File: src/common/alink_defs.svh
`ifndef ALINK_DEFS_SVH
`define ALINK_DEFS_SVH

// Register map on the 6-bit bus address
`define ALINK_ADR_TXFIFO 6'h00
`define ALINK_ADR_STATE  6'h04
`define ALINK_ADR_MASK   6'h08
`define ALINK_ADR_BUSY   6'h0C
`define ALINK_ADR_RXFIFO 6'h10

`define ALINK_TX_DEPTH 1024
`define ALINK_RX_DEPTH 512

// Returned by reads that have no readable register behind them
`define ALINK_RD_DEFAULT 32'hdeaddead

`define ALINK_FLUSH_LEN 4

`endif
File: src/common/alink_pkg.sv
package alink_pkg;

    typedef logic [31:0] word_t;
    typedef logic [4:0]  chip_idx_t;   // Taken from word bits 4:0
    typedef logic [31:0] busy_t;
    typedef logic [31:0] mask_t;       // A set bit blocks that chip
    typedef logic [10:0] tx_cnt_t;
    typedef logic [9:0]  rx_cnt_t;

    // Status register layout from bit 31 down
    typedef struct packed {
        logic       scan;
        logic       rsv0;
        rx_cnt_t    rx_cnt;
        logic [2:0] rsv1;
        logic       rx_empty;
        logic       rsv2;
        tx_cnt_t    tx_cnt;
        logic [1:0] rsv3;
        logic       flush;
        logic       tx_full;
    } status_t;

endpackage

File: src/common/alink_fifo_if.sv
`timescale 1ns/1ps

interface alink_fifo_if #(
    parameter int CNT_W = 11
) ();
    import alink_pkg::*;

    logic             push;
    word_t            din;
    logic             pop;
    word_t            dout;     // Head word that is valid while empty is low
    logic [CNT_W-1:0] cnt;
    logic             empty;
    logic             full;
    logic             flush;

    modport writer (
        output push, din,
        input  cnt, empty, full
    );

    modport reader (
        output pop,
        input  dout, cnt, empty, full
    );

    modport fifo (
        input  push, din, pop, flush,
        output dout, cnt, empty, full
    );

endinterface

File: src/rtl/alink_slave.sv
`timescale 1ns/1ps
`include "alink_defs.svh"

module alink_slave (
    input  logic               clk,
    input  logic               rst,
    input  logic               wb_stb,
    input  logic               wb_we,
    input  logic [5:0]         wb_adr,
    input  alink_pkg::word_t   wb_dat_w,
    output logic               wb_ack,
    output alink_pkg::word_t   wb_dat_r,
    alink_fifo_if.writer       tx_fifo,
    alink_fifo_if.reader       rx_fifo,
    output alink_pkg::mask_t   mask,
    output logic               scan,
    output logic               flush,
    input  alink_pkg::busy_t   busy
);
    import alink_pkg::*;

    logic    acc;
    logic    wr_tx;
    logic    wr_state;
    logic    wr_mask;
    logic    rd_state;
    logic    rd_busy;
    logic    rd_rx;
    status_t status;
    status_t wr_status;
    logic [`ALINK_FLUSH_LEN-1:0] flush_sr;

    // A new access starts only outside the ack cycle
    assign acc = wb_stb & ~wb_ack;

    always_ff @(posedge clk or posedge rst) begin
        if (rst)
            wb_ack <= 1'b0;
        else
            wb_ack <= acc;
    end

    assign wr_tx    = acc &  wb_we & (wb_adr == `ALINK_ADR_TXFIFO);
    assign wr_state = acc &  wb_we & (wb_adr == `ALINK_ADR_STATE);
    assign wr_mask  = acc &  wb_we & (wb_adr == `ALINK_ADR_MASK);
    assign rd_state = acc & ~wb_we & (wb_adr == `ALINK_ADR_STATE);
    assign rd_busy  = acc & ~wb_we & (wb_adr == `ALINK_ADR_BUSY);
    assign rd_rx    = acc & ~wb_we & (wb_adr == `ALINK_ADR_RXFIFO);

    // The FIFO sees the push one edge after the bus samples it
    always_ff @(posedge clk or posedge rst) begin
        if (rst)
            tx_fifo.push <= 1'b0;
        else
            tx_fifo.push <= wr_tx;
    end

    always_ff @(posedge clk) begin
        tx_fifo.din <= wb_dat_w;
    end

    assign rx_fifo.pop = rd_rx;   // Head word is captured on the same edge

    assign wr_status = status_t'(wb_dat_w);

    always_ff @(posedge clk or posedge rst) begin
        if (rst) begin
            scan     <= 1'b0;
            flush_sr <= '0;
        end else if (wr_state) begin
            scan     <= wr_status.scan;
            flush_sr <= {{(`ALINK_FLUSH_LEN-1){1'b0}}, wr_status.flush};
        end else begin
            flush_sr <= flush_sr << 1;
        end
    end

    assign flush = |flush_sr;   // High for one cycle per shift register stage

    always_ff @(posedge clk or posedge rst) begin
        if (rst)
            mask <= '0;
        else if (wr_mask)
            mask <= wb_dat_w;
    end

    always_comb begin
        status          = '0;
        status.scan     = scan;
        status.rx_cnt   = rx_fifo.cnt;
        status.rx_empty = rx_fifo.empty;
        status.tx_cnt   = tx_fifo.cnt;
        status.flush    = flush;
        status.tx_full  = tx_fifo.full;
    end

    always_ff @(posedge clk) begin
        case (1'b1)
            rd_state: wb_dat_r <= status;
            rd_busy:  wb_dat_r <= busy;
            rd_rx:    wb_dat_r <= rx_fifo.dout;
            default:  wb_dat_r <= `ALINK_RD_DEFAULT;
        endcase
    end

endmodule

File: src/flat_wrapper.sv
// flat-port wrapper written by rule: the top's interface ports become plain ports
module alink_slave_flat import alink_pkg::*;
  (clk, rst, wb_stb, wb_we, wb_adr, wb_dat_w, wb_ack, wb_dat_r, mask, scan, flush, busy, tx_fifo_push, tx_fifo_din, tx_fifo_cnt, tx_fifo_empty, tx_fifo_full, rx_fifo_pop, rx_fifo_dout, rx_fifo_cnt, rx_fifo_empty, rx_fifo_full);
  alink_fifo_if tx_fifo_i ();
  alink_fifo_if rx_fifo_i ();
  input  logic clk;
  input  logic rst;
  input  logic wb_stb;
  input  logic wb_we;
  input  logic [5:0] wb_adr;
  input  alink_pkg::word_t wb_dat_w;
  output logic wb_ack;
  output alink_pkg::word_t wb_dat_r;
  output alink_pkg::mask_t mask;
  output logic scan;
  output logic flush;
  input  alink_pkg::busy_t busy;
  output wire logic [$bits(tx_fifo_i.push)-1:0] tx_fifo_push;
  output wire logic [$bits(tx_fifo_i.din)-1:0] tx_fifo_din;
  input wire logic [$bits(tx_fifo_i.cnt)-1:0] tx_fifo_cnt;
  input wire logic [$bits(tx_fifo_i.empty)-1:0] tx_fifo_empty;
  input wire logic [$bits(tx_fifo_i.full)-1:0] tx_fifo_full;
  output wire logic [$bits(rx_fifo_i.pop)-1:0] rx_fifo_pop;
  input wire logic [$bits(rx_fifo_i.dout)-1:0] rx_fifo_dout;
  input wire logic [$bits(rx_fifo_i.cnt)-1:0] rx_fifo_cnt;
  input wire logic [$bits(rx_fifo_i.empty)-1:0] rx_fifo_empty;
  input wire logic [$bits(rx_fifo_i.full)-1:0] rx_fifo_full;
  assign tx_fifo_push = tx_fifo_i.push;
  assign tx_fifo_din = tx_fifo_i.din;
  assign tx_fifo_i.cnt = tx_fifo_cnt;
  assign tx_fifo_i.empty = tx_fifo_empty;
  assign tx_fifo_i.full = tx_fifo_full;
  assign rx_fifo_pop = rx_fifo_i.pop;
  assign rx_fifo_i.dout = rx_fifo_dout;
  assign rx_fifo_i.cnt = rx_fifo_cnt;
  assign rx_fifo_i.empty = rx_fifo_empty;
  assign rx_fifo_i.full = rx_fifo_full;
  alink_slave u_core (.clk(clk), .rst(rst), .wb_stb(wb_stb), .wb_we(wb_we), .wb_adr(wb_adr), .wb_dat_w(wb_dat_w), .wb_ack(wb_ack), .wb_dat_r(wb_dat_r), .tx_fifo(tx_fifo_i), .rx_fifo(rx_fifo_i), .mask(mask), .scan(scan), .flush(flush), .busy(busy));
endmodule
File: config.mk
export PLATFORM = sky130hd
export DESIGN_NAME = alink_slave_flat
export DESIGN_NICKNAME = d
export VERILOG_FILES = /design/src/common/alink_pkg.sv /design/src/common/alink_fifo_if.sv /design/src/rtl/alink_slave.sv /design/src/flat_wrapper.sv
export VERILOG_INCLUDE_DIRS = /design/src /design/src/common
export SDC_FILE = /design/constraint.sdc
export NUM_CORES = 1
export LEC_CHECK = 0
export BUFFER_PORTS_ARGS = -buffer_cell sky130_fd_sc_hd__buf_2
export CORE_MARGIN = 5
export CORE_UTILIZATION = 40
export CTS_BUF_LIST = sky130_fd_sc_hd__clkbuf_2 sky130_fd_sc_hd__clkbuf_4 sky130_fd_sc_hd__clkbuf_8
export DETAILED_ROUTE_END_ITERATION = 6
export PLACE_DENSITY = 0.86
export SLEW_MARGIN = 15
export SYNTH_ARGS = -nofsm -noshare
export SYNTH_HDL_FRONTEND = slang
export SYNTH_SLANG_ARGS = --single-unit
File: constraint.sdc
create_clock -name clk -period 1.7 [get_ports clk]
set_input_delay 0 -clock clk [delete_from_list [all_inputs] [get_ports clk]]
set_output_delay 0 -clock clk [all_outputs]
set_load 0.02 [all_outputs]
---- After elaboration in Yosys (flattened, before gate mapping) ----
Index checks and enable logic that the tools add are counted.
operators by class
  equality and inequality tests ........... 4
  multiplexer cells ....................... 4
  bitwise gates (word level) .............. 11
  reduce and logical (&&, ||, !) cells .... 2
operators by type and width
  kind                  count
  $mux W32              3
  $eq A6 B4 Y1 const B  2
  $and A1 B1 Y1         9
  $eq A6 B3 Y1 const B  1
  $eq A6 B5 Y1 const B  1
  $logic_not A6 Y1      1
  $mux W4               1
  $reduce_or A4 Y1      1
  $not A1 Y1            2
storage, ports and cells
  register bits after elaboration ......... 103
  output and inout bits ................... 101
  logic and storage cells ................. 29

---- Logic depth before layout (Yosys ltp) ----
  depth in word-level cells ............... 7
  mapped depth ............................ 6
  gate-level depth less buffers ........... 3

---- Least setup slack after synthesis ----
Ideal clock, no wire load.
  path type ............................... register -> register
  start point ............................. register u_core.wb_ack
  end point ............................... register u_core.wb_dat_r[17]
  data arrival time ....................... 1.879 ns
  data required time ...................... 1.636 ns
  setup slack ............................. -0.243 ns
  stages on the path, launching flop included .. 5
  path buffers ............................ 1
  period minus slack after synthesis ...... 1.943 ns
  cell sequence ........................... dfrtp_1 -> or3b_2 -> clkbuf_1 -> nor3_1 -> a32o_1
on the way
  longest elaborated chain between the ends .. 6
  elaborated cells between the ends (all ways) .. 8
RTL lines
  item                        RTL line            text
  start, declared             alink_slave.sv:11   output logic wb_ack,
  start signal, assigned      alink_slave.sv:38   wb_ack <= 1'b0;
  start signal, assigned      alink_slave.sv:40   wb_ack <= acc;
  $not A1 Y1                  alink_slave.sv:34   assign acc = wb_stb & ~wb_ack;
  $and A1 B1 Y1               alink_slave.sv:34
  $and A1 B1 Y1 (2 in a row)  alink_slave.sv:48   assign rd_rx = acc & ~wb_we & (wb_adr == `ALINK_ADR_RXFIFO);
  named net rx_fifo_pop       flat_wrapper.sv:23  output wire logic [$bits(rx_fifo_i.pop)-1:0] rx_fifo_pop;
  $mux W32 (2 in a row)       alink_slave.sv:98   case (1'b1)
  end signal, assigned        alink_slave.sv:99   rd_state: wb_dat_r <= status;
  end signal, assigned        alink_slave.sv:100  rd_busy: wb_dat_r <= busy;
  end signal, assigned        alink_slave.sv:101  rd_rx: wb_dat_r <= rx_fifo.dout;
  end, declared               alink_slave.sv:12   output alink_pkg::word_t wb_dat_r,
The timed path passes the listed nets, and every way through them passes these cells.
A chain may end at the register's enable or synchronous reset.

---- Worst setup path in the final report ----
  start point ............................. register u_core.wb_ack
  end point ............................... register u_core.wb_dat_r[0]
on the way
  longest elaborated chain between the ends .. 7
  elaborated cells between the ends (all ways) .. 9
RTL lines
  item                   RTL line
  $not A1 Y1 *           alink_slave.sv:34
  $and A1 B1 Y1 *        alink_slave.sv:34
  $and A1 B1 Y1 *        alink_slave.sv:46, alink_slave.sv:47, alink_slave.sv:48
  $and A1 B1 Y1          alink_slave.sv:48
  $mux W32 (2 in a row)  alink_slave.sv:98
  $mux W32 *             alink_slave.sv:98
Every way passes the cells marked *; elsewhere a longest branch is shown, timed or not.

==> impl_metrics.ini <==
[worst_setup_path]
rrSetupSlack_ns = 0.04
worstReg2RegEnd = u_core.wb_dat_r[0]
startpoint_type = flip-flop
reg2reg_depth = 5
required_ns = 1.95
path_max_fanout = 8
critPathArrivalTime_ns = 1.91
crit_end = u_core.wb_dat_r[0]
critical_path_class = reg -> reg
endpoint_kind = flip-flop
rr_startpoint = u_core.wb_ack
startpoint = u_core.wb_ack

[synth]
syn_area_per_cell_um2 = 13.2
synth_area_leader_cell = dfxtp_1
netlist_area_um2 = 3680
synth.distinct_cells = 34
synth_top_area_share_pct = 34.8
seq_area_frac_synth_pct = 61.3
synthArstFlopShare_pct = 37.9
synthesis.nets = 412
synth-edff-count = 0
ys.flop_type = dfxtp_1
ys_top_cells_by_area = dfxtp_1 35%, dfrtp_1 26%, mux2_2 9.8%
syn_inst = 280
ys_ff_latch = 103
ys_warn_count = 0

[power]
pwr_density_cell_nw_per_um2 = 749
ir_worst_vdd_uv = 587
power.leakage_nw = 3.12

[timing]
slew_headroom_pct = 59.7
setup_violations = 0
period_share_pct = 97.6
tightest_slew_ns = 0.605
slew_viol_final = 0
min_period_ns = 1.66
fin_setup_tns_ns = 0
rsz0062_at_grt = true
fin_skew_ns = 0.0187
finalWorstSetupSlack_ns = 0.0407
whs_ns = 0.0185
hold_viol = 0
max_freq_mhz = 603

[global_routing]
met1_usage_pct = 26.1
grt_busiest_layer = met2
grt_use_total_pct = 25.1
grt.overflow.total = 0
use_met3_pct = 6.92
grt_pass1_wl_mm = 22.3
grt_pass1_vias = 4351
grt_util_met2_pct = 44.5
grt_max_degree = 33
antenna_found_initial = 2

[clock_tree]
clk_latency_ns = 0.36
cts.clk_slew.worst_paths_ns = 0.11
cts-htree-levels = 3
cts.path.max_buffers = 2
cts_buffers = 9
root_buffer = clkbuf_8
cts_tree = done
cts_sinks = 103

[routing]
dr_total_vias = 3968
drc_errors = 0
dr.pass1.iters = 4
dr.first_iter.drc_count = 202
drt-total-wl_mm = 14.4
ant_nets = 0
routed_via_density = 5.27
wl_per_cell_um = 19.1

[final_layout]
nets = 765
layout_common_cells = 228 x buf_2, 114 x dlygate4sd3_1, 64 x dfxtp_1
final_area_um2 = 6520
syn2layout_area_growth_pct = 77.0
mostFrequentLayoutCell = buf_2
drive_gt1_share_pct = 51.4

[die]
row_count = 35
die_h_um = 106
design.core.area_um2 = 9110
initial_core_util_pct = 40.4
ios = 233
dieWidth_um = 106
dieArea_um2 = 11200

[placed_design]
portBuffers = 229
place_congestion = 0.827
place_area_um2 = 5000
hpwl_mm = 8.30
pre_cts_ws_ns = -0.0684

[min_path]
hold_path_class = in -> reg
holdPathStages = 4

[flow_run]
drv_cap = 0

[run_status]
status = finished clean
-- worst min-delay path by stage --
stage,startpoint,end,slack (ns)
2_1_floorplan,wb_dat_w[0],u_core.tx_fifo.din[0],0.03
3_3_place_gp,rst,u_core.mask[15],-0.13
3_5_place_dp,rst,u_core.mask[24],-0.13
4_1_cts,busy[4],u_core.wb_dat_r[4],0.02
5_1_grt,rst,u_core.mask[24],0.03
6_report,busy[4],u_core.wb_dat_r[4],0.02
-- critical path, stage by stage (launching register included) --
cell and delay, ns:
dfrtp_2 0.42, buf_6 0.12, or3b_4 0.42, buf_12 0.17, nor4_1 0.31, o2bb2ai_1 0.11
-- power breakdown --
| part | switching, mW | leakage (nW) | internal [mW] |
|---|---|---|---|
| clock network | 0.916 | 0.0949 | 0.567 |
| registers | 0.0373 | 1.06 | 2.52 |
| logic | 0.405 | 1.97 | 0.437 |
-- logic make-up after synthesis --
family	count (synthesis)	share of synthesized area, %
flip-flops	103	61.3
AND/OR/NAND/NOR	73	13.7
AO/OA/AOI/OAI	48	11.3
multiplexers	33	10.1
buffers and inverters	23	3.60
-- flip-flops by register name, summed over array words and instances, names as in the netlist --
name / cells
u_core.flush_sr: 4
u_core.mask: 32
u_core.scan: 1
u_core.tx_fifo.din: 32
u_core.tx_fifo.push: 1
u_core.wb_ack: 1
u_core.wb_dat_r: 32
-- synth_stat cells, types with 3 or more instances --
cell type,n
a211oi_1,16
a2bb2oi_1,9
buf_2,5
buf_6,5
clkbuf_1,8
dfrtp_1,39
dfxtp_1,64
mux2_2,32
nand2b_1,9
nand3_1,12
nand4_1,9
nor2b_1,5
nor3_1,3
nor4_1,16
o221a_2,6
o2bb2ai_1,16
-- cell type report --
type	count	area [µm²]
multi-input cells	154	1400
clock buffers	9	124
flip-flops and latches	103	2260
clock inverters	7	66.3
fillers	598	2590
diodes	4	10.0
repair buffers	364	2510
well taps	111	139
inverters	1	3.75
-- through the flow --
step	utilization, %	cells	total power, mW
after global placement	54.9	615	3.17
after floorplan	-	280	2.88
after detailed placement	54.9	615	3.19
after global routing	71.5	751	5.07
final	71.6	753	4.88
after CTS	69.9	746	4.85
-- repair_timing --
action | in CTS | in global routing
gates cloned | 0 | 1
pin swaps | 2 | 3
endpoints found under the setup margin | 22 | 28
endpoints found under the hold margin | 139 | 0
resized for setup | 6 | 18
hold buffers | 114 | 0
setup buffers | 1 | 2
-- routing by layer --
layer / vias to the layer above / routed length [µm] / part of all wire [%]
met5: - / 0 / 0
met4: 0 / 894 / 6.2
met3: 76 / 1080 / 7.5
met2: 258 / 7470 / 52
met1: 1865 / 4970 / 34
li1: 1769 / - / -
(Power assumes the default switching activity.)
