**config.mk**
```make
export PLATFORM = sky130hd
export DESIGN_NAME = alink_rx_deserializer_flat
export DESIGN_NICKNAME = d
export VERILOG_FILES = /design/src/common/alink_defs.svh /design/src/common/alink_pkg.sv /design/src/common/alink_fifo_if.sv /design/src/alink_phy/alink_rx_deserializer.sv /design/src/flat_wrapper.sv
export SDC_FILE = /design/constraint.sdc
export NUM_CORES = 1
export LEC_CHECK = 0
export BUFFER_PORTS_ARGS = -buffer_cell sky130_fd_sc_hd__clkbuf_2
export CAP_MARGIN = 20
export CORE_MARGIN = 1
export CORE_UTILIZATION = 49
export DETAILED_ROUTE_END_ITERATION = 6
export GPL_ROUTABILITY_DRIVEN = 0
export PLACE_DENSITY_LB_ADDON = 0.3
export SETUP_SLACK_MARGIN = 0.05
export SLEW_MARGIN = 40
export SYNTH_ARGS = -nofsm -noshare
export SYNTH_HDL_FRONTEND = slang
export SYNTH_SLANG_ARGS = --single-unit
export TNS_END_PERCENT = 1
```
**constraint.sdc**
```tcl
create_clock -name clk -period 3.1 [get_ports clk]
set_input_delay 0.62 -clock clk [delete_from_list [all_inputs] [get_ports clk]]
set_output_delay 0.62 -clock clk [all_outputs]
set_load 0.02 [all_outputs]
```
**src/common/alink_defs.svh**
```systemverilog
`ifndef ALINK_DEFS_SVH
`define ALINK_DEFS_SVH

// Register map on the 6-bit bus address
`define ALINK_ADR_TXFIFO 6'h00
`define ALINK_ADR_STATE  6'h04
`define ALINK_ADR_MASK   6'h08
`define ALINK_ADR_BUSY   6'h0C
`define ALINK_ADR_RXFIFO 6'h10

`define ALINK_TX_DEPTH 1024
`define ALINK_RX_DEPTH 512

// Returned by reads that have no readable register behind them
`define ALINK_RD_DEFAULT 32'hdeaddead

`define ALINK_FLUSH_LEN 4

`endif
```
**src/common/alink_pkg.sv**
```systemverilog
package alink_pkg;

    typedef logic [31:0] word_t;
    typedef logic [4:0]  chip_idx_t;   // Taken from word bits 4:0
    typedef logic [31:0] busy_t;
    typedef logic [31:0] mask_t;       // A set bit blocks that chip
    typedef logic [10:0] tx_cnt_t;
    typedef logic [9:0]  rx_cnt_t;

    // Status register layout from bit 31 down
    typedef struct packed {
        logic       scan;
        logic       rsv0;
        rx_cnt_t    rx_cnt;
        logic [2:0] rsv1;
        logic       rx_empty;
        logic       rsv2;
        tx_cnt_t    tx_cnt;
        logic [1:0] rsv3;
        logic       flush;
        logic       tx_full;
    } status_t;

endpackage

```
**src/common/alink_fifo_if.sv**
```systemverilog
`timescale 1ns/1ps

interface alink_fifo_if #(
    parameter int CNT_W = 11
) ();
    import alink_pkg::*;

    logic             push;
    word_t            din;
    logic             pop;
    word_t            dout;     // Head word that is valid while empty is low
    logic [CNT_W-1:0] cnt;
    logic             empty;
    logic             full;
    logic             flush;

    modport writer (
        output push, din,
        input  cnt, empty, full
    );

    modport reader (
        output pop,
        input  dout, cnt, empty, full
    );

    modport fifo (
        input  push, din, pop, flush,
        output dout, cnt, empty, full
    );

endinterface

```
**src/alink_phy/alink_rx_deserializer.sv**
```systemverilog
`timescale 1ns/1ps

module alink_rx_deserializer (
    input  logic                  clk,
    input  logic                  rst,
    input  logic                  link_rxvld,
    input  logic                  link_rxd,
    input  logic                  flush,
    alink_fifo_if.writer          fifo,
    output logic                  result_valid,
    output alink_pkg::chip_idx_t  result_chip
);
    import alink_pkg::*;

    word_t      shreg;
    logic [4:0] bit_cnt;
    logic       done;

    always_ff @(posedge clk) begin
        if (link_rxvld)
            shreg <= {shreg[30:0], link_rxd};   // MSB arrives first
    end

    // The count wraps to zero on the 32nd bit
    always_ff @(posedge clk or posedge rst) begin
        if (rst) begin
            bit_cnt <= '0;
            done    <= 1'b0;
        end else if (flush) begin
            bit_cnt <= '0;
            done    <= 1'b0;
        end else begin
            done <= link_rxvld & (bit_cnt == 5'd31);
            if (link_rxvld)
                bit_cnt <= bit_cnt + 1'b1;
        end
    end

    // A full word sits in the shift register for the cycle that done is high
    assign fifo.push    = done;
    assign fifo.din     = shreg;
    assign result_valid = done;
    assign result_chip  = shreg[4:0];

endmodule

```
**src/flat_wrapper.sv**
```systemverilog
// flat-port wrapper written by rule: the top's interface ports become plain ports
module alink_rx_deserializer_flat import alink_pkg::*;
  (clk, rst, link_rxvld, link_rxd, flush, result_valid, result_chip, fifo_push, fifo_din, fifo_cnt, fifo_empty, fifo_full);
  alink_fifo_if fifo_i ();
  input  logic clk;
  input  logic rst;
  input  logic link_rxvld;
  input  logic link_rxd;
  input  logic flush;
  output logic result_valid;
  output alink_pkg::chip_idx_t result_chip;
  output wire logic [$bits(fifo_i.push)-1:0] fifo_push;
  output wire logic [$bits(fifo_i.din)-1:0] fifo_din;
  input wire logic [$bits(fifo_i.cnt)-1:0] fifo_cnt;
  input wire logic [$bits(fifo_i.empty)-1:0] fifo_empty;
  input wire logic [$bits(fifo_i.full)-1:0] fifo_full;
  assign fifo_push = fifo_i.push;
  assign fifo_din = fifo_i.din;
  assign fifo_i.cnt = fifo_cnt;
  assign fifo_i.empty = fifo_empty;
  assign fifo_i.full = fifo_full;
  alink_rx_deserializer u_core (.clk(clk), .rst(rst), .link_rxvld(link_rxvld), .link_rxd(link_rxd), .flush(flush), .fifo(fifo_i), .result_valid(result_valid), .result_chip(result_chip));
endmodule
```
# After elaboration in Yosys (flattened, before gate mapping)
# Cells that the tools add are included.
classes:
  bitwise_logic: 1
  n_reduce_logical: 1
  n_mux: 3
  addsub: 1
  eq_ne: 1
op_table:
  columns: ["op", "n"]
  rows:
  - ["$mux W5", 2]
  - ["$add A5 B1 Y5 const B", 1]
  - ["$eq A5 B5 Y1 const B", 1]
  - ["$reduce_bool A2 Y1", 1]
  - ["$and A1 B1 Y1", 1]
  - ["$mux W1", 1]
word_totals:
  reg_bits: 38
  in_bits: 18
  output_inout_bits: 39
  wordCells: 10

# Logic depth before layout (Yosys ltp)
# Gate-level depths: netlist of the first run.
logic_depth:
  depth_word: 3
  depth_mapped: 5
  depth_no_buf: 5

# Least setup slack after synthesis of the first run
# Ideal clock, no wire load.
synth_path:
  path_kind: "reg2reg"
  start: "register u_core.bit_cnt[0]"
  end: "register u_core.bit_cnt[4]"
  path_slack_ns: 1.751
  period_less_slack_ns: 1.349
  n_path_buf: 0
  setup_ns: 0.118
  arrival_time_ns: 1.231
  stages_incl_launch_ff: 6
  t_required_ns: 2.982
  path_cell_list: "dfrtp_1 -> ha_1 -> and3_1 -> ha_1 -> mux2i_1 -> nor2_1"
synth_via:
  elab_chain_cells: 3
synth_lines:
  columns: ["element", "line", "rtl"]
  rows:
  - ["start: declaration", "alink_rx_deserializer.sv:16", "logic [4:0] bit_cnt;"]
  - ["start signal: assignment", "alink_rx_deserializer.sv:35", "bit_cnt <= bit_cnt + 1'b1;"]
  - ["$add A5 B1 Y5", "alink_rx_deserializer.sv:35", null]
  - ["$mux W5", "alink_rx_deserializer.sv:34", "if (link_rxvld)"]
  - ["$mux W5", "alink_rx_deserializer.sv:29", "end else if (flush) begin"]
# Every way passes these cells. The select of a mux whose other input is x is not followed.
# A chain may end at the register's enable or synchronous reset.

# Worst setup path in the final report of the first run
layout_path:
  start: "register u_core.shreg[4] (netlist: u_core.fifo.din[4])"
  end: "output port fifo_din[4]"
layout_rtl:
  columns: ["element", "line", "rtl"]
  rows:
  - ["start: declaration", "alink_rx_deserializer.sv:15", "word_t shreg;"]
  - ["start signal: assignment", "alink_rx_deserializer.sv:21", "shreg <= {shreg[30:0], link_rxd};"]
  - ["end: declaration", "flat_wrapper.sv:13", "output wire logic [$bits(fifo_i.din)-1:0] fifo_din;"]
# No word-level cell between the ends.

==> results.yml, run 1 <==
run_status:
  status: "finished, final reports clean"
routing:
  drc: 0
  vias_per_cell: 4.91
  routedWlPerCell_um: 14.4
  routed_wl_um: 1990
  dr.pass1.iters: 4
  vias: 678
  drt-initial-drc-count: 2
  ant_nets: 0
clock_network:
  clkSlewWorstSetupHoldPaths_ps: 100
  holdBufCountCts: 0
  clock_latency_ps: 320
  cts.sink_count: 38
  post-cts-setup-buffers: 0
  cts_root_buffer: "clkbuf_4"
  cts_buffer_depth: 2
  cts-resized-gates: 0
  cts_tree: "built"
  cts-buffers-inserted: 5
  h-tree-depth: 2
critical_path:
  crit_slowest_cell: "edfxtp_1"
  r2r_start: "u_core.bit_cnt[0]"
  crit_chain: "clkbuf_2"
  critPathMaxFanout: 3
  worst_setup_path_start_kind: "flip-flop"
  ff2ff_path_depth: 5
  worstSetupStartpoint: "u_core.fifo.din[4]"
  worstSetupPathType: "reg2out"
  r2r_slack_ps: 1680
  max_stage_delay_ps: 430
  worst_ep_arrival_time_ps: 930
  cp_top_family: "flip-flops"
  cp-end-kind: "output port"
  r2r_end: "u_core.bit_cnt[4]"
  cp_num_buf_inv: 1
  crit_required_ps: 2480
power:
  powerDensity_nw_per_um2: 576
  irDropWorstVdd_v: 0.000370
  leakage_nw: 0.690
timing:
  setup_tns_ps: 0
  max_freq_mhz: 645
  slew_viol_final: 0
  fin_skew_ps: 5.30
  setup_violations: 0
  timing.final.ws_setup_ps: 1550
  rsz0062_at_grt: "false"
  tightest_slew_ps: 438
  slew_headroom: 0.708
  hold_violations: 0
  post-route-period-util: 0.500
  period_minus_slack_ps: 1550
die:
  die_x_um: 53.9
  core_sq_um: 2500
  start_util: 0.528
  rows: 18
  design.die.area_sq_um: 2900
  fp.dieH_um: 53.9
  ios: 57
grt:
  grt_pass1_vias: 592
  grt_overflow_total: 0
  grt_max_degree: 24
  grt_first_pass_wirelength_um: 2910
  antenna_found_initial: 0
  grt_util_all_layers: 0.163
synth:
  ys_types: 17
  ys_seq_elements: 38
  yosysWarnings: 0
  syn_nets: 84
  synth_cells: 64
  syn_area_sq_um: 1320
  avgSynthCellArea_sq_um: 20.6
  synth-seq-area-share: 0.843
cells_and_area:
  final_cell_mix: "clkbuf_2, edfxtp_1, dfrtp_1, nor2_1, clkbuf_4"
  area_delta_synth_final_pct: 18.9
  drive_gt1_frac: 0.472
  antenna_cells: 0
  finalNetCount: 128
  final_common_cell: "clkbuf_2"
job:
  maxCapViolations: 0
min_path:
  hp-class: "in2async"
placed_design:
  dp_hpwl_um: 1340
  portBuffers: 43
  pre_cts_ws_ps: 1390
report_power, final:
| group | internal, W | switching (W) |
|---|---|---|
| registers | 0.000585 | 0.0000168 |
| clock network | 0.0000855 | 0.000134 |
| logic | 0.0000239 | 0.0000583 |
Yosys cell counts:
| cell type | number | area [sq um] |
|---|---|---|
| nand2_1 | 1 | 3.75 |
| edfxtp_1 | 32 | 961 |
| nand3b_1 | 1 | 7.51 |
| dfrtp_1 | 6 | 150 |
| buf_6 | 1 | 11.3 |
| and3_1 | 1 | 6.26 |
| inv_1 | 1 | 3.75 |
| mux2_4 | 1 | 15.0 |
| a21bo_1 | 1 | 10.0 |
| xnor2_1 | 1 | 8.76 |
| mux2i_1 | 2 | 20.0 |
| nor2_1 | 5 | 18.8 |
| ha_1 | 2 | 25.0 |
| nor2b_1 | 1 | 6.26 |
| a21oi_1 | 1 | 5.00 |
| buf_4 | 6 | 45.0 |
| nand4_4 | 1 | 21.3 |
sequential cells by signal, summed over array words and instances (netlist names):
register          count
u_core.bit_cnt        5
u_core.fifo.din      32
u_core.fifo.push      1
cell families (layout without fill, tap and decap cells):
group | count (synthesis) | in the layout | synth area share
and+or+nand+nor | 10 | 10 | 0.0484
DFF | 38 | 38 | 0.843
AOI/OAI and AO/OA | 2 | 2 | 0.0114
buffers and inverters | 8 | 52 | 0.0455
muxes | 3 | 3 | 0.0266
xor gates and xnor gates | 1 | 1 | 0.00664
adders and majority gates | 2 | 2 | 0.0190
metal layers:
metal  global-route usage  up-vias  part of all wire
met3               0.0876        2             0.080
met2                0.222       37              0.46
li1                     -      314                 -
met1                0.199      325              0.45
met4                0.105        0             0.013
met5                    0        -                 0
worst reg2reg max path, cell delays in order (launching register included):
cell and delay [ps]:
dfrtp_1 440, ha_1 240, and3_1 190, ha_1 260, mux2i_1 130, nor2_1 50
final cells by class:
type	instances	area [sq um]
inverter	1	3.75
tap	30	37.5
sequential	38	1110
fill	200	932
timing repair buffer	44	223
multi-input combinational	18	148
clock buffer	7	45.0
per-stage QoR:
| step | util | hold WS, ps | instances | instance area [sq um] | power, W |
|---|---|---|---|---|---|
| 2_1_floorplan | - | 411 | 64 | 1320 | 0.000662 |
| 3_3_place_gp | 0.609 | 432 | 131 | 1520 | 0.000693 |
| 3_5_place_dp | 0.609 | 434 | 131 | 1520 | 0.000697 |
| 4_1_cts | 0.627 | 165 | 138 | 1570 | 0.000917 |
| 5_1_grt | 0.627 | 186 | 138 | 1570 | 0.000948 |
| 6_report | 0.627 | 180 | 138 | 1570 | 0.000903 |
how the worst max path moves through the flow:
stage	to	slack [ps]	depth (start not counted)
final	fifo_din[4]	1550	1
after global routing	fifo_din[21]	1470	1
after CTS	fifo_din[4]	1530	1
after detailed placement	u_core.fifo.din[6]	1390	2
after global placement	u_core.fifo.din[4]	1410	2
after floorplan	u_core.bit_cnt[4]	1750	5
(Power assumes the default switching activity.)
==> inputs of run 2 (changes only) <==
- ABC_AREA: unset -> 1
- CORE_UTILIZATION: 49 -> 46
- clock period: 3.1 -> 1.5 ns (I/O delays scaled with it)
==> run 2 against run 1 <==
Global-route usage decreased by 2.1 points. Sequential power rose by 110%. Count of clock-buffer cells in the layout shrank 1. Cell count grew 8.0%. Highest routed layer unchanged.
==> results.yml, run 2 <==
run_status:
  status: "finished, final reports clean"
timing:
  post-route-period-util: 0.915
  setup_violations: 0
  period_minus_slack_ps: 1370
  slew_headroom: 0.846
  slew_viol_final: 0
  rsz0062_at_grt: "false"
  max_freq_mhz: 729
  hold_violations: 0
  fin_skew_ps: 7.81
  setup_tns_ps: 0
  tightest_slew_ps: 230
critical_path:
  worst_ep_arrival_time_ps: 1600
  critPathMaxFanout: 4
  cp-end-kind: "flip-flop"
  worst_setup_path_start_kind: "flip-flop"
  crit_required_ps: 1720
  worstSetupPathType: "reg2reg"
routing:
  ant_nets: 0
  drc: 0
  vias: 704
  drt-initial-drc-count: 19
  routedWlPerCell_um: 12.8
  vias_per_cell: 4.72
  routed_wl_um: 1910
  dr.pass1.iters: 4
clock_network:
  cts.sink_count: 38
  clock_latency_ps: 320
  cts_buffer_depth: 2
  post-cts-setup-buffers: 0
  cts_root_buffer: "clkbuf_4"
  cts_tree: "built"
  cts-buffers-inserted: 5
  cts-resized-gates: 0
  clkSlewWorstSetupHoldPaths_ps: 100
  h-tree-depth: 2
  holdBufCountCts: 1
placed_design:
  dp_cells: 140
  portBuffers: 43
  dp_hpwl_um: 1280
synth:
  yosysWarnings: 0
  synth_ff_type: "edfxtp_1"
  ys_seq_elements: 38
  syn_nets: 92
  synth-seq-area-share: 0.841
  synthArstFlopShare: 0.158
  synthTopCellsByArea: "edfxtp_1, dfrtp_1, buf_4"
  ys_types: 16
  avgSynthCellArea_sq_um: 18.4
  yosys-top-cells-count: "edfxtp_1, nand2_1, buf_4, dfrtp_1"
  yosysTopAreaCellShare: 0.727
  synth_edf_count: 32
  synth.most_common_cell: "edfxtp_1"
  syn_area_sq_um: 1320
  synth_top_area_cell: "edfxtp_1"
  synth_cells: 72
power:
  irDropWorstVdd_v: 0.000998
  p_clk_frac: 0.253
  power_frac_comb: 0.091
  leakage_nw: 0.701
  pwr-share-seq: 0.656
  intPower_w: 0.00144
  swShare: 0.240
  powerDensity_nw_per_um2: 1180
  switchingPower_w: 0.000454
cells_and_area:
  antenna_cells: 0
  drive_gt1_frac: 0.458
  finalNetCount: 137
  final_cell_mix: "clkbuf_2, edfxtp_1, nand2_1, dfrtp_1, clkbuf_4"
  largest_reg_flops: 32
  stdcell_count: 149
  final_common_cell: "clkbuf_2"
  area_delta_synth_final_pct: 21.0
  num-fill-cells: 207
job:
  maxCapViolations: 0
grt:
  grt_pass1_vias: 645
  antenna_found_initial: 0
  grt_overflow_total: 0
  use_met1: 0.191
  grt_util_all_layers: 0.142
  grt.met2_usage: 0.205
  top_usage_layer: "met2"
  grt_use_met3: 0.0698
  grt_first_pass_wirelength_um: 3220
  grt_max_degree: 41
die:
  fp.dieH_um: 55.6
  design.die.area_sq_um: 3090
  rows: 19
  core_sq_um: 2730
  ios: 57
  die_x_um: 55.6
  start_util: 0.483
min_path:
  hp-class: "in2reg"
-- run 2: cell count changes after synthesis, sizes merged --
cell / previous run / this run
a21bo: 1 / 0
inv: 1 / 2
mux2: 1 / 0
mux2i: 2 / 0
nand2: 1 / 11
nand3: 0 / 3
nand3b: 1 / 0
nand4: 1 / 0
nor2b: 1 / 0
nor3b: 0 / 1
o21ai: 0 / 1
xnor2: 1 / 0
-- run 2: logic make-up (layout without fill, tap and decap cells) --
kind of cell | after synthesis | in the layout | share of synthesized area
AO/OA/AOI/OAI | 2 | 2 | 0.00757
adder cells (fa/ha/maj) | 2 | 2 | 0.0189
buffers and inverters | 9 | 55 | 0.0483
flip-flops | 38 | 38 | 0.841
AND/OR/NAND/NOR | 21 | 21 | 0.0843
-- run 2: routing by layer --
layer  vias to the layer above  wire (um)
met4                         0         14
met1                       327        832
met3                         3        112
li1                        341          -
met2                        33        947
met5                         -          0
-- run 2: final timing paths --
check	startpoint	cells past startpoint	to	slack [ps]
worst min-delay path	link_rxd	1	u_core.fifo.din[0]	150
worst max register to register	u_core.bit_cnt[0]	5	u_core.bit_cnt[4]	130
worst max-delay path	u_core.bit_cnt[0]	5	u_core.bit_cnt[4]	130
worst min register to register	u_core.fifo.din[25]	0	u_core.fifo.din[26]	450
min in group asynchronous	rst	3	u_core.bit_cnt[3]	410
max in group asynchronous	rst	3	u_core.bit_cnt[0]	910
-- run 2: power groups by stage --
stage          Clock, W  Combinational (W)  Sequential [W]
2_1_floorplan         0          0.0000430         0.00132
3_3_place_gp          0           0.000172         0.00126
3_5_place_dp          0           0.000173         0.00126
4_1_cts        0.000496           0.000175         0.00124
5_1_grt        0.000557           0.000184         0.00125
6_report       0.000478           0.000172         0.00124
-- run 2: worst max-delay path, stage by stage (launching register included) --
cell and delay [ps]:
dfrtp_1 450, ha_1 250, and3_1 190, ha_1 260
nand3_1 80, nand2_1 50
-- run 2: area by class of cell --
| type | instances | area, sq um | area share |
|---|---|---|---|
| Clock buffer | 6 | 41.3 | 0.0258 |
| Clock inverter | 2 | 8.76 | 0.00548 |
| Inverter | 2 | 7.51 | 0.00469 |
| Multi-Input combinational cell | 25 | 146 | 0.0915 |
| Sequential cell | 38 | 1110 | 0.695 |
| Tap cell | 31 | 38.8 | 0.0243 |
| Timing Repair Buffer | 45 | 245 | 0.153 |
-- run 2: stage by stage --
step | hold slack, ps | util | power (W) | worst slack, ps | cell area [sq um]
finish | 147 | 0.585 | 0.00189 | 127 | 1600
global route | 118 | 0.585 | 0.00199 | 80.1 | 1600
CTS | 135 | 0.585 | 0.00191 | 134 | 1600
detailed placement | 214 | 0.563 | 0.00144 | 143 | 1540
global placement | 206 | 0.563 | 0.00143 | 165 | 1540
floorplan | 91.0 | - | 0.00136 | 199 | 1320
