===== config.mk =====
export PLATFORM = sky130hd
export DESIGN_NAME = alink_tx_serializer_flat
export DESIGN_NICKNAME = d
export VERILOG_FILES = /design/src/common/alink_defs.svh /design/src/common/alink_pkg.sv /design/src/common/alink_fifo_if.sv /design/src/alink_phy/alink_tx_serializer.sv /design/src/flat_wrapper.sv
export SDC_FILE = /design/constraint.sdc
export NUM_CORES = 1
export LEC_CHECK = 0
export BUFFER_PORTS_ARGS = -buffer_cell sky130_fd_sc_hd__buf_4
export CAP_MARGIN = 5
export CORE_MARGIN = 5
export CORE_UTILIZATION = 50
export DETAILED_ROUTE_END_ITERATION = 16
export GPL_ROUTABILITY_DRIVEN = 0
export PLACE_DENSITY = 0.87
export REMOVE_ABC_BUFFERS = 1
export SETUP_SLACK_MARGIN = 0.1
export SYNTH_ARGS = -nofsm -noshare
export SYNTH_HDL_FRONTEND = slang
export SYNTH_SLANG_ARGS = --single-unit

===== constraint.sdc =====
create_clock -name clk -period 3 [get_ports clk]
set_clock_uncertainty 0.2 [all_clocks]
set_input_delay 0.45 -clock clk [delete_from_list [all_inputs] [get_ports clk]]
set_output_delay 0.45 -clock clk [all_outputs]
set_load 0.005 [all_outputs]

===== src/common/alink_defs.svh =====
`ifndef ALINK_DEFS_SVH
`define ALINK_DEFS_SVH

// Register map on the 6-bit bus address
`define ALINK_ADR_TXFIFO 6'h00
`define ALINK_ADR_STATE  6'h04
`define ALINK_ADR_MASK   6'h08
`define ALINK_ADR_BUSY   6'h0C
`define ALINK_ADR_RXFIFO 6'h10

`define ALINK_TX_DEPTH 1024
`define ALINK_RX_DEPTH 512

// Returned by reads that have no readable register behind them
`define ALINK_RD_DEFAULT 32'hdeaddead

`define ALINK_FLUSH_LEN 4

`endif

===== src/common/alink_pkg.sv =====
package alink_pkg;

    typedef logic [31:0] word_t;
    typedef logic [4:0]  chip_idx_t;   // Taken from word bits 4:0
    typedef logic [31:0] busy_t;
    typedef logic [31:0] mask_t;       // A set bit blocks that chip
    typedef logic [10:0] tx_cnt_t;
    typedef logic [9:0]  rx_cnt_t;

    // Status register layout from bit 31 down
    typedef struct packed {
        logic       scan;
        logic       rsv0;
        rx_cnt_t    rx_cnt;
        logic [2:0] rsv1;
        logic       rx_empty;
        logic       rsv2;
        tx_cnt_t    tx_cnt;
        logic [1:0] rsv3;
        logic       flush;
        logic       tx_full;
    } status_t;

endpackage


===== src/common/alink_fifo_if.sv =====
`timescale 1ns/1ps

interface alink_fifo_if #(
    parameter int CNT_W = 11
) ();
    import alink_pkg::*;

    logic             push;
    word_t            din;
    logic             pop;
    word_t            dout;     // Head word that is valid while empty is low
    logic [CNT_W-1:0] cnt;
    logic             empty;
    logic             full;
    logic             flush;

    modport writer (
        output push, din,
        input  cnt, empty, full
    );

    modport reader (
        output pop,
        input  dout, cnt, empty, full
    );

    modport fifo (
        input  push, din, pop, flush,
        output dout, cnt, empty, full
    );

endinterface


===== src/alink_phy/alink_tx_serializer.sv =====
`timescale 1ns/1ps

module alink_tx_serializer (
    input  logic                  clk,
    input  logic                  rst,
    alink_fifo_if.reader          fifo,
    input  alink_pkg::mask_t      mask,
    input  logic                  scan,
    input  logic                  flush,
    input  logic                  result_valid,
    input  alink_pkg::chip_idx_t  result_chip,
    output alink_pkg::busy_t      busy,
    output logic                  link_txen,
    output logic                  link_txd
);
    import alink_pkg::*;

    typedef enum logic {IDLE, SEND} state_t;

    state_t    state;
    word_t     shreg;
    logic [4:0] bit_cnt;
    chip_idx_t tx_chip;
    logic      blocked;
    logic      start;

    assign tx_chip  = fifo.dout[4:0];
    assign blocked  = mask[tx_chip] & ~scan;

    // The pop cycle doubles as the idle gap between frames
    assign fifo.pop = (state == IDLE) & ~fifo.empty & ~flush;
    assign start    = fifo.pop & ~blocked;   // A blocked word is just dropped

    always_ff @(posedge clk or posedge rst) begin
        if (rst) begin
            state   <= IDLE;
            bit_cnt <= '0;
        end else if (flush) begin
            state   <= IDLE;
            bit_cnt <= '0;
        end else if (state == IDLE) begin
            bit_cnt <= '0;
            if (start)
                state <= SEND;
        end else begin
            bit_cnt <= bit_cnt + 1'b1;
            if (bit_cnt == 5'd31)
                state <= IDLE;
        end
    end

    always_ff @(posedge clk) begin
        if (start)
            shreg <= fifo.dout;
        else if (state == SEND)
            shreg <= {shreg[30:0], 1'b0};   // MSB goes out first
    end

    assign link_txen = (state == SEND);
    assign link_txd  = link_txen & shreg[31];

    always_ff @(posedge clk or posedge rst) begin
        if (rst) begin
            busy <= '0;
        end else if (flush) begin
            busy <= '0;
        end else begin
            if (result_valid)
                busy[result_chip] <= 1'b0;
            if (start)
                busy[tx_chip] <= 1'b1;   // Set wins over a clear on the same chip
        end
    end

endmodule


===== src/flat_wrapper.sv =====
// flat-port wrapper written by rule: the top's interface ports become plain ports
module alink_tx_serializer_flat import alink_pkg::*;
  (clk, rst, mask, scan, flush, result_valid, result_chip, busy, link_txen, link_txd, fifo_pop, fifo_dout, fifo_cnt, fifo_empty, fifo_full);
  alink_fifo_if fifo_i ();
  input  logic clk;
  input  logic rst;
  input  alink_pkg::mask_t mask;
  input  logic scan;
  input  logic flush;
  input  logic result_valid;
  input  alink_pkg::chip_idx_t result_chip;
  output alink_pkg::busy_t busy;
  output logic link_txen;
  output logic link_txd;
  output wire logic [$bits(fifo_i.pop)-1:0] fifo_pop;
  input wire logic [$bits(fifo_i.dout)-1:0] fifo_dout;
  input wire logic [$bits(fifo_i.cnt)-1:0] fifo_cnt;
  input wire logic [$bits(fifo_i.empty)-1:0] fifo_empty;
  input wire logic [$bits(fifo_i.full)-1:0] fifo_full;
  assign fifo_pop = fifo_i.pop;
  assign fifo_i.dout = fifo_dout;
  assign fifo_i.cnt = fifo_cnt;
  assign fifo_i.empty = fifo_empty;
  assign fifo_i.full = fifo_full;
  alink_tx_serializer u_core (.clk(clk), .rst(rst), .fifo(fifo_i), .mask(mask), .scan(scan), .flush(flush), .result_valid(result_valid), .result_chip(result_chip), .busy(busy), .link_txen(link_txen), .link_txd(link_txd));
endmodule

After elaboration in Yosys (flattened, before gate mapping)
Cells that the tools add are included.
W data, S select, Z words.
{"block": "classes", "n_addsub": 1, "order_cmp": 4, "eq_ne": 1, "n_mux": 18, "bitwise": 13, "n_reduce_logical": 3}
{"cell": "$mux W32", "n": 6}
{"cell": "$and A32 B32 Y32", "n": 1}
{"cell": "$not A32 Y32", "n": 1}
{"cell": "$or A32 B32 Y32", "n": 1}
{"cell": "$lt A5 B6 Y1 const B", "n": 2}
{"cell": "$demux W1 S5", "n": 2}
{"cell": "$ge A5 B1 Y1 const B", "n": 2}
{"cell": "$mux W5", "n": 2}
{"cell": "$mux W1", "n": 7}
{"cell": "$add A5 B1 Y5 const B", "n": 1}
{"cell": "$and A1 B1 Y1", "n": 5}
{"cell": "$bmux W1 S5", "n": 1}
{"cell": "$eq A5 B5 Y1 const B", "n": 1}
{"cell": "$not A1 Y1", "n": 5}
{"cell": "$logic_and A1 B1 Y1", "n": 2}
{"cell": "$reduce_bool A2 Y1", "n": 1}
{"block": "word_totals", "ff_bits": 70, "in_bits": 87, "out_inout_bits": 35, "word_cells": 44}

Longest topological paths before layout
Gate-level depths: netlist (run 1).
{"block": "depth", "ltp_word": 11, "ltp_mapped": 8, "mapped_depth_nobuf": 6}

Worst setup path after synthesis (run 1)
Ideal clock, no wire load.
{"block": "synth_path", "path_kind": "input-to-reg", "start": "input fifo_dout[1]", "end": "register u_core.shreg[0] (enable)", "setup_time_ps": 394, "arrival_ps": 2415, "required_ps": 2406, "setup_slack_ps": -9, "stages": 8, "n_path_buf": 2, "path_cell_list": "buf_4 > mux2i_1 > nor2_1 > nor4_1 > o211a_1 > o21ai_4 > buf_6 > nand2b_1"}
{"block": "synth_via", "elab_chain_len": 6}
{"element": "start, declared", "line_no": "flat_wrapper.sv:16", "source": "input wire logic [$bits(fifo_i.dout)-1:0] fifo_dout;"}
{"element": "$bmux W1 S5", "line_no": "alink_tx_serializer.sv:28", "source": "assign blocked = mask[tx_chip] & ~scan;"}
{"element": "$mux W1 (not written as such)", "line_no": "alink_tx_serializer.sv:28"}
{"element": "$and A1 B1 Y1", "line_no": "alink_tx_serializer.sv:28"}
{"element": "$not A1 Y1", "line_no": "alink_tx_serializer.sv:32", "source": "assign start = fifo.pop & ~blocked;"}
{"element": "$and A1 B1 Y1", "line_no": "alink_tx_serializer.sv:32"}
{"element": "$reduce_bool A2 Y1 (no source line)"}
{"element": "end signal, assigned", "line_no": "alink_tx_serializer.sv:54", "source": "shreg <= fifo.dout;"}
{"element": "end signal, assigned", "line_no": "alink_tx_serializer.sv:56", "source": "shreg <= {shreg[30:0], 1'b0};"}
{"element": "end, declared", "line_no": "alink_tx_serializer.sv:21", "source": "word_t shreg;"}
Every way passes these cells. The select of a mux whose other input is x is not followed.
A chain may end at the register's enable or synchronous reset.

Worst setup path in the final report (run 1)
{"block": "layout_path", "start": "input fifo_dout[4]", "end": "register u_core.shreg[14], data pin"}
{"block": "layout_via", "elab_chain_len": 6}
{"element": "$bmux W1 S5", "line_no": "alink_tx_serializer.sv:28"}
{"element": "$mux W1 (not written as such)", "line_no": "alink_tx_serializer.sv:28"}
{"element": "$and A1 B1 Y1", "line_no": "alink_tx_serializer.sv:28"}
{"element": "$not A1 Y1", "line_no": "alink_tx_serializer.sv:32"}
{"element": "$and A1 B1 Y1", "line_no": "alink_tx_serializer.sv:32"}
{"element": "$mux W32", "line_no": "alink_tx_serializer.sv:53", "source": "if (start)"}
Every way passes these cells. The select of a mux whose other input is x is not followed.

==> results of run 1 <==
## worst register-to-register path, stage by stage (launching register included)
cell      delay (ps)
dfrtp_1          480
nor3_1           210
buf_4            190
o21ai_4           70
buf_12           170
nand2b_1         130
buf_12           210
## cells by family after synthesis
family,Yosys count
xor gates and xnor gates,2
muxes,48
buffers and inverters,16
adders and majority gates,2
DFF,70
AOI/OAI and AO/OA,63
and+or+nand+nor,91
## Yosys cell counts (5+ instances only)
cell and instances:
o211ai_1 16, nand2_1 22, nand3b_1 7, nand3_1 25, dfrtp_1 38, clkbuf_1 6
mux2i_1 17, edfxtp_1 32, o21ai_0 34, nor2_1 9, mux2_2 30, nor3_1 5
## routing by layer
layer  share of wire, %  up-vias
li1                   -     1341
met1                 40     1386
met2                 50      122
met3                8.1       11
met4                1.5        0
met5                  0        -
## power groups by stage
stage | sequential [W] | clock (W) | combinational (W)
2_1_floorplan | 0.00113 | 0 | 0.000159
3_3_place_gp | 0.00113 | 0 | 0.000312
3_5_place_dp | 0.00113 | 0 | 0.000321
4_1_cts | 0.00111 | 0.000657 | 0.000323
5_1_grt | 0.00112 | 0.000706 | 0.000350
6_report | 0.00111 | 0.000652 | 0.000319
## state kept, by name, indices dropped and copies added, names as in the netlist
register          flops
u_core.shreg         32
u_core.busy          32
u_core.link_txen      1
u_core.bit_cnt        5
## metrics by stage
step	std cells	worst slack [ps]	TNS (ps)	area [um^2]	total power (W)
3_5_place_dp	477	199	0	4370	0.00145
2_1_floorplan	280	-414	-13250	3360	0.00129
3_3_place_gp	477	217	0	4370	0.00144
6_report	493	546	0	4530	0.00209
5_1_grt	493	434	0	4530	0.00218
4_1_cts	493	555	0	4530	0.00210
## area by class of cell
type / instances / area (um^2) / area share [%]
Clock buffer: 14 / 153 / 3.37
Clock inverter: 2 / 11.3 / 0.248
Inverter: 4 / 15.0 / 0.331
Multi-Input combinational cell: 206 / 1440 / 31.7
Sequential cell: 70 / 1910 / 42.2
Tap cell: 80 / 100 / 2.21
Timing Repair Buffer: 117 / 903 / 19.9
## path summary, 6_finish.rpt
| path | start | endpoint | slack, ps |
|---|---|---|---|
| max | fifo_dout[4] | u_core.shreg[14] | 550 |
| min in group clk | fifo_dout[6] | u_core.shreg[6] | 200 |
| min reg2reg | u_core.bit_cnt[0] | u_core.bit_cnt[0] | 290 |
| max reg2reg | u_core.link_txen | u_core.shreg[0] | 1020 |
| min | rst | u_core.busy[13] | 20 |
| max in group asynchronous | rst | u_core.bit_cnt[4] | 2240 |
==> summary.md, run 1 <==
| Metric | Value |
|---|---|
| Switch Pwr | `0.000498 W` |
| Min-Delay Path Class | `input port to asynchronous set/reset pin` |
| Largest family of logic cells by synthesized area | `multiplexers` |
| Routed Wire Length | `8.39 mm` |
| Chip height | `92.9 um` |
| Post-CTS Resized | `0` |
| Post-synthesis register bit count | `70` |
| Global routing usage on met3 | `4.22%` |
| Drt first pass iters | `5` |
| Post-synthesis compound-gate area fraction | `11.6%` |
| Antenna Nets Post-Route | `0` |
| Final Hold Viols | `0` |
| Crit path required time | `2890 ps` |
| Global-route met1 utilization | `24.8%` |
| Worst slew pin tran | `659 ps` |
| Die Width | `92.9 um` |
| Setup violations, final | `0` |
| # fillers | `529` |
| Clock Path Buffers | `2` |
| TritonCTS clock tree | `built` |
| Worst skew pair latency | `340 ps` |
| Postcts setup bufs | `0` |
| CTS Hold Bufs | `0` |
| Initial core utilization | `50.9%` |
| Worst Setup Start Kind | `input port` |
| CTS Sinks | `70` |
| Most common cell after layout, fill and taps aside | `buf_4` |
| CTS clock-pin slew for the worst setup and hold paths | `70 ps` |
| Crit path max-delay family | `compound AO/OA/AOI/OAI gates` |
| Worst hold margin | `17.9 ps` |
| Worst reg2reg path depth | `6` |
| Clock share of power | `31.2%` |
| Synthesized instance count | `292` |
| Synth async-reset ratio | `54.3%` |
| GR Util met2 | `31.9%` |
| EDFF count, synth | `32` |
| Clock Tree Root | `clkbuf_8` |
| CP Class | `input port to register` |
| Xor and xnor area share after synthesis | `0.509%` |
| Max-slew violation count | `0` |
| Post-synth top area cell | `edfxtp_1` |
| Total of max-cap violations | `0` |
| Row Count | `30` |
| # diodes | `0` |
| Share of layout cells above drive strength 1 | `40.2%` |
| CP endpoint kind | `register` |
| Status | `completed` |
| Minimum clock period | `2450 ps` |
| Initial antenna violation count | `0` |
| IO buf count | `109` |
| Synth area leaders | `edfxtp_1, dfrtp_1, mux2_2` |
| First-pass GRT wire length | `13.3 mm` |
| Pin count of the biggest net entering global routing | `39` |
| Synth Flop Type | `dfrtp_1` |
| Synthesized area per cell | `11.8 um^2` |
| WP depth | `8` |
| Synthesized area | `3440 um^2` |
| Commonest non-fill, non-tap cells in the layout | `buf_4, dfrtp_1, o21ai_0` |
| Combinational power share | `15.3%` |
| Pint | `0.00159 W` |
| Layer with the highest usage | `met2` |
| DRC violations left | `0` |
| Vias in the first global route | `2839` |
| Final core utilization | `67.1%` |
| Routed len/inst | `17.0 um` |
| H-Tree Depth | `3` |
| Vias after detailed routing | `2860` |
| Yosys warns | `0` |
| Fraction of the mapped netlist area in adder cells | `0.728%` |
| Starting DRT DRC Count | `146` |
| GRT Total Usage | `19.6%` |
| Peak Freq | `0.408 GHz` |
| Unique masters post-synth | `39` |
| CP Max Fanout | `34` |
| Slowest stage delay, CP | `460 ps` |
| Crit path cell chain | `buf_4, or3b_2, o221ai_1, o21ai_0, o211a_1, o21ai_4, buf_12, mux2_2` |
| Die area | `8640 um^2` |
| Synth Area in Simple Gates | `13.9%` |
| Number of placed I/O pins | `122` |
| Sw frac | `23.9%` |
| Slew HR | `55.7%` |
| Flop pwr share | `53.4%` |
| WP buf/inv | `2` |
| RSZ-0062 raised after global routing | `false` |
| Tcrit/Tclk final | `81.8%` |
| Via/cell ratio | `5.80` |
| Layout area overhead | `31.8%` |
| Multiplexer share of the synthesized area | `15.1%` |
| Slowest-stage cell, CP | `or3b_2` |
| Worst IR drop on VDD | `224 uV` |
| GRT Residual Overflow | `0` |
| TritonCTS Buffers | `9` |
| Register area share after synthesis | `55.6%` |
| Share of the synthesized area in the top cell type | `27.9%` |
| LEAKAGE | `1.98 nW` |
| Worst EP arrival | `2340 ps` |
| Detailed Place HPWL | `5.98 mm` |
| Nets@finish | `497` |
| Pwr dens | `460 nW/um^2` |
| Core area | `6760 um^2` |
Power figures use the tool's default switching activity.
==> run 2: changes to the inputs <==
ABC_AREA = 1   (was default)
CORE_UTILIZATION = 51   (was 50)
PLACE_DENSITY = 0.88   (was 0.87)
clock period = 2.4 ns   (was 3 ns; I/O delays follow)
==> summary.md, run 2 <==
| Metric | Value |
|---|---|
| # fillers | `612 (+16%)` |
| Final Hold Viols | `0 (unchanged)` |
| Most instantiated cells after synthesis | `nand2_1, nand3_1, nor2_1, dfrtp_1, o21ai_0` |
| Multiplexer share of the synthesized area | `0% (-15 points)` |
| Final core utilization | `67.3% (+0.21 points)` |
| Postcts setup bufs | `0 (unchanged)` |
| Worst skew pair latency | `350 ps (about the same)` |
| Detailed Place HPWL | `7.05 mm (+18%)` |
| Count leader, synth | `nand2_1` |
| Pint | `0.00199 W (+26%)` |
| Die Width | `95.0 um (+2.3%)` |
| RSZ-0062 raised after global routing | `false` |
| Synthesized area | `3690 um^2 (+7.3%)` |
| GRT Total Usage | `22.6% (+3.0 points)` |
| Share of layout cells above drive strength 1 | `23.6% (-17 points)` |
| Nets@finish | `669 (+35%)` |
| Minimum clock period | `2130 ps` |
| CP endpoint kind | `output pin` |
| Vias in the first global route | `3550 (+25%)` |
| Via/cell ratio | `5.33 (-8.1%)` |
| Xor and xnor area share after synthesis | `0.237% (-0.27 points)` |
| Tcrit/Tclk final | `88.7%` |
| CP Class | `register to output pin` |
| Synthesized instance count | `472 (+62%)` |
| Post-synthesis compound-gate area fraction | `9.36% (-2.2 points)` |
| Worst EP arrival | `1570 ps (-770 ps)` |
| Switch Pwr | `0.000705 W (+41%)` |
| Fraction of the mapped netlist area in adder cells | `0.678% (-0.049 points)` |
| Starting DRT DRC Count | `346 (+140%)` |
| Worst slew pin tran | `467 ps (-192 ps)` |
| First-pass GRT wire length | `16.0 mm (+20%)` |
| Synth Flop Type | `dfrtp_1` |
| Slew HR | `68.9% (+13 points)` |
| Post-synthesis register bit count | `70 (unchanged)` |
| Largest registers | `u_core.busy (32), u_core.shreg (32), u_core.bit_cnt (5)` |
| TritonCTS Buffers | `9 (unchanged)` |
| Clock Tree Root | `clkbuf_8` |
| Clock share of power | `33.2% (+2.0 points)` |
| Max-slew violation count | `0 (unchanged)` |
| Status | `completed` |
| Setup violations, final | `0 (unchanged)` |
| Clock Path Buffers | `2 (unchanged)` |
| Post-synth top area cell | `edfxtp_1` |
| Yosys warns | `0 (unchanged)` |
| Antenna Nets Post-Route | `0 (unchanged)` |
| Synthesized area per cell | `7.81 um^2 (-34%)` |
| Pin count of the biggest net entering global routing | `39 (unchanged)` |
| Row Count | `31 (+3.3%)` |
| Total of max-cap violations | `0 (unchanged)` |
| Drt first pass iters | `5 (unchanged)` |
| Synth Area in Simple Gates | `31.4% (+18 points)` |
| Number of placed I/O pins | `122 (unchanged)` |
| Flop pwr share | `50.8% (-2.6 points)` |
| Layout area overhead | `30.2%` |
| GRT Residual Overflow | `0 (unchanged)` |
| TritonCTS clock tree | `built` |
| Largest family of logic cells by synthesized area | `simple AND/OR/NAND/NOR gates` |
| H-Tree Depth | `3 (unchanged)` |
| Initial core utilization | `51.7% (+0.79 points)` |
| Chip height | `95.0 um (+2.3%)` |
| Register area share after synthesis | `51.8% (-3.8 points)` |
| Routed len/inst | `14.3 um (-16%)` |
| Share of the synthesized area in the top cell type | `26.1% (-1.9 points)` |
| Peak Freq | `0.470 GHz` |
| DRC violations left | `0 (unchanged)` |
| CP Max Fanout | `28 (-18%)` |
| Most common cell after layout, fill and taps aside | `nand2_1` |
| Crit path required time | `1840 ps (-1050 ps)` |
| Sw frac | `26.1% (+2.2 points)` |
| Worst IR drop on VDD | `241 uV (+7.8%)` |
| # diodes | `0 (unchanged)` |
| CTS clock-pin slew for the worst setup and hold paths | `80 ps (about the same)` |
| CTS Sinks | `70 (unchanged)` |
| Worst Setup Start Kind | `register` |
| Unique masters post-synth | `18 (-54%)` |
| Core area | `7140 um^2 (+5.6%)` |
| Synth async-reset ratio | `54.3% (unchanged)` |
| IO buf count | `109 (unchanged)` |
| Die area | `9030 um^2 (+4.6%)` |
| Pwr dens | `562 nW/um^2 (+22%)` |
| EDFF count, synth | `32 (unchanged)` |
| Vias after detailed routing | `3646 (+27%)` |
| Initial antenna violation count | `0 (unchanged)` |
| LEAKAGE | `2.34 nW (+18%)` |
| Routed Wire Length | `9.79 mm (+17%)` |
| Synth area leaders | `edfxtp_1, dfrtp_1, nand2_1` |
| Setup total negative slack | `0 ps (unchanged)` |
| Commonest non-fill, non-tap cells in the layout | `nand2_1, buf_4, nand3_1` |
| Combinational power share | `16.0% (+0.7 points)` |
| Min-Delay Path Class | `input port to register` |
[run 2: cell count changes in the layout (fill, tap and decap cells not counted), sizes merged, moves of 5 or more]
| cell | change |
|---|---|
| buf | +5 |
| a21oi | +33 |
| o211ai | -16 |
| nand3 | +47 |
| inv | +19 |
| nand2 | +135 |
| nor2 | +32 |
| nand3b | -7 |
| mux2 | -31 |
| mux2i | -17 |
[run 2: cell type report]
type / count / area [um^2] / area share, %
inverter: 24 / 92.6 / 1.93
sequential: 70 / 1910 / 39.8
clock buffer: 10 / 128 / 2.66
clock inverter: 6 / 52.6 / 1.09
timing repair buffer: 123 / 951 / 19.8
multi-input combinational: 352 / 1540 / 32.1
tap: 99 / 124 / 2.58
[run 2: worst paths after layout]
check,startpoint,endpoint,slack [ps],depth (start not counted)
worst max-delay path,u_core.link_txen,fifo_pop,270,3
worst min-delay path,fifo_dout[16],u_core.shreg[16],110,3
worst max register to register,u_core.link_txen,u_core.shreg[31],510,4
worst min register to register,u_core.bit_cnt[0],u_core.bit_cnt[0],270,1
max in group asynchronous,rst,u_core.busy[19],1190,4
min in group asynchronous,rst,u_core.busy[7],490,4
[run 2: metrics by stage]
step / setup WS, ps / total power [W] / instance area (um^2) / hold slack [ps] / std cells
2_1_floorplan: -4540 / 0.00160 / 3540 / 223 / 446
3_3_place_gp: 152 / 0.00181 / 4610 / 243 / 667
3_5_place_dp: 126 / 0.00182 / 4610 / 263 / 667
4_1_cts: 261 / 0.00271 / 4800 / 104 / 684
5_1_grt: 168 / 0.00282 / 4800 / 97.8 / 684
6_report: 270 / 0.00270 / 4800 / 106 / 684
[run 2: worst max-delay path, stage by stage, from the launching register on]
cell	delay, ps
dfrtp_1	480
nor3_2	390
buf_12	220
buf_4	130
[run 2: what timing repair did]
item	CTS	global route
hold buffers	1	0
hold endpoints to repair	38	0
resized for setup	0	0
endpoints found under the setup margin	0	0
[run 2: cells by family (layout without fill, tap and decap cells)]
family                     count (synthesis)  in the layout
and+or+nand+nor                          280            280
DFF                                       70             70
AOI/OAI and AO/OA                         69             69
buffers and inverters                     50            163
adders and majority gates                  2              2
xor gates and xnor gates                   1              1
[run 2: power groups by stage]
stage / combinational, W / sequential [W] / clock, W
global route: 0.000485 / 0.00138 / 0.000961
finish: 0.000432 / 0.00137 / 0.000895
CTS: 0.000433 / 0.00137 / 0.000902
detailed placement: 0.000430 / 0.00139 / 0
floorplan: 0.000211 / 0.00139 / 0
global placement: 0.000416 / 0.00139 / 0
[run 2: layer usage]
metal / track usage [%] / vias up / part of all wire, %
met5: 0 / - / 0
met4: 8.53 / 0 / 2.6
met3: 6.31 / 30 / 8.7
met2: 36.4 / 177 / 49
met1: 29.0 / 1661 / 39
li1: - / 1778 / -
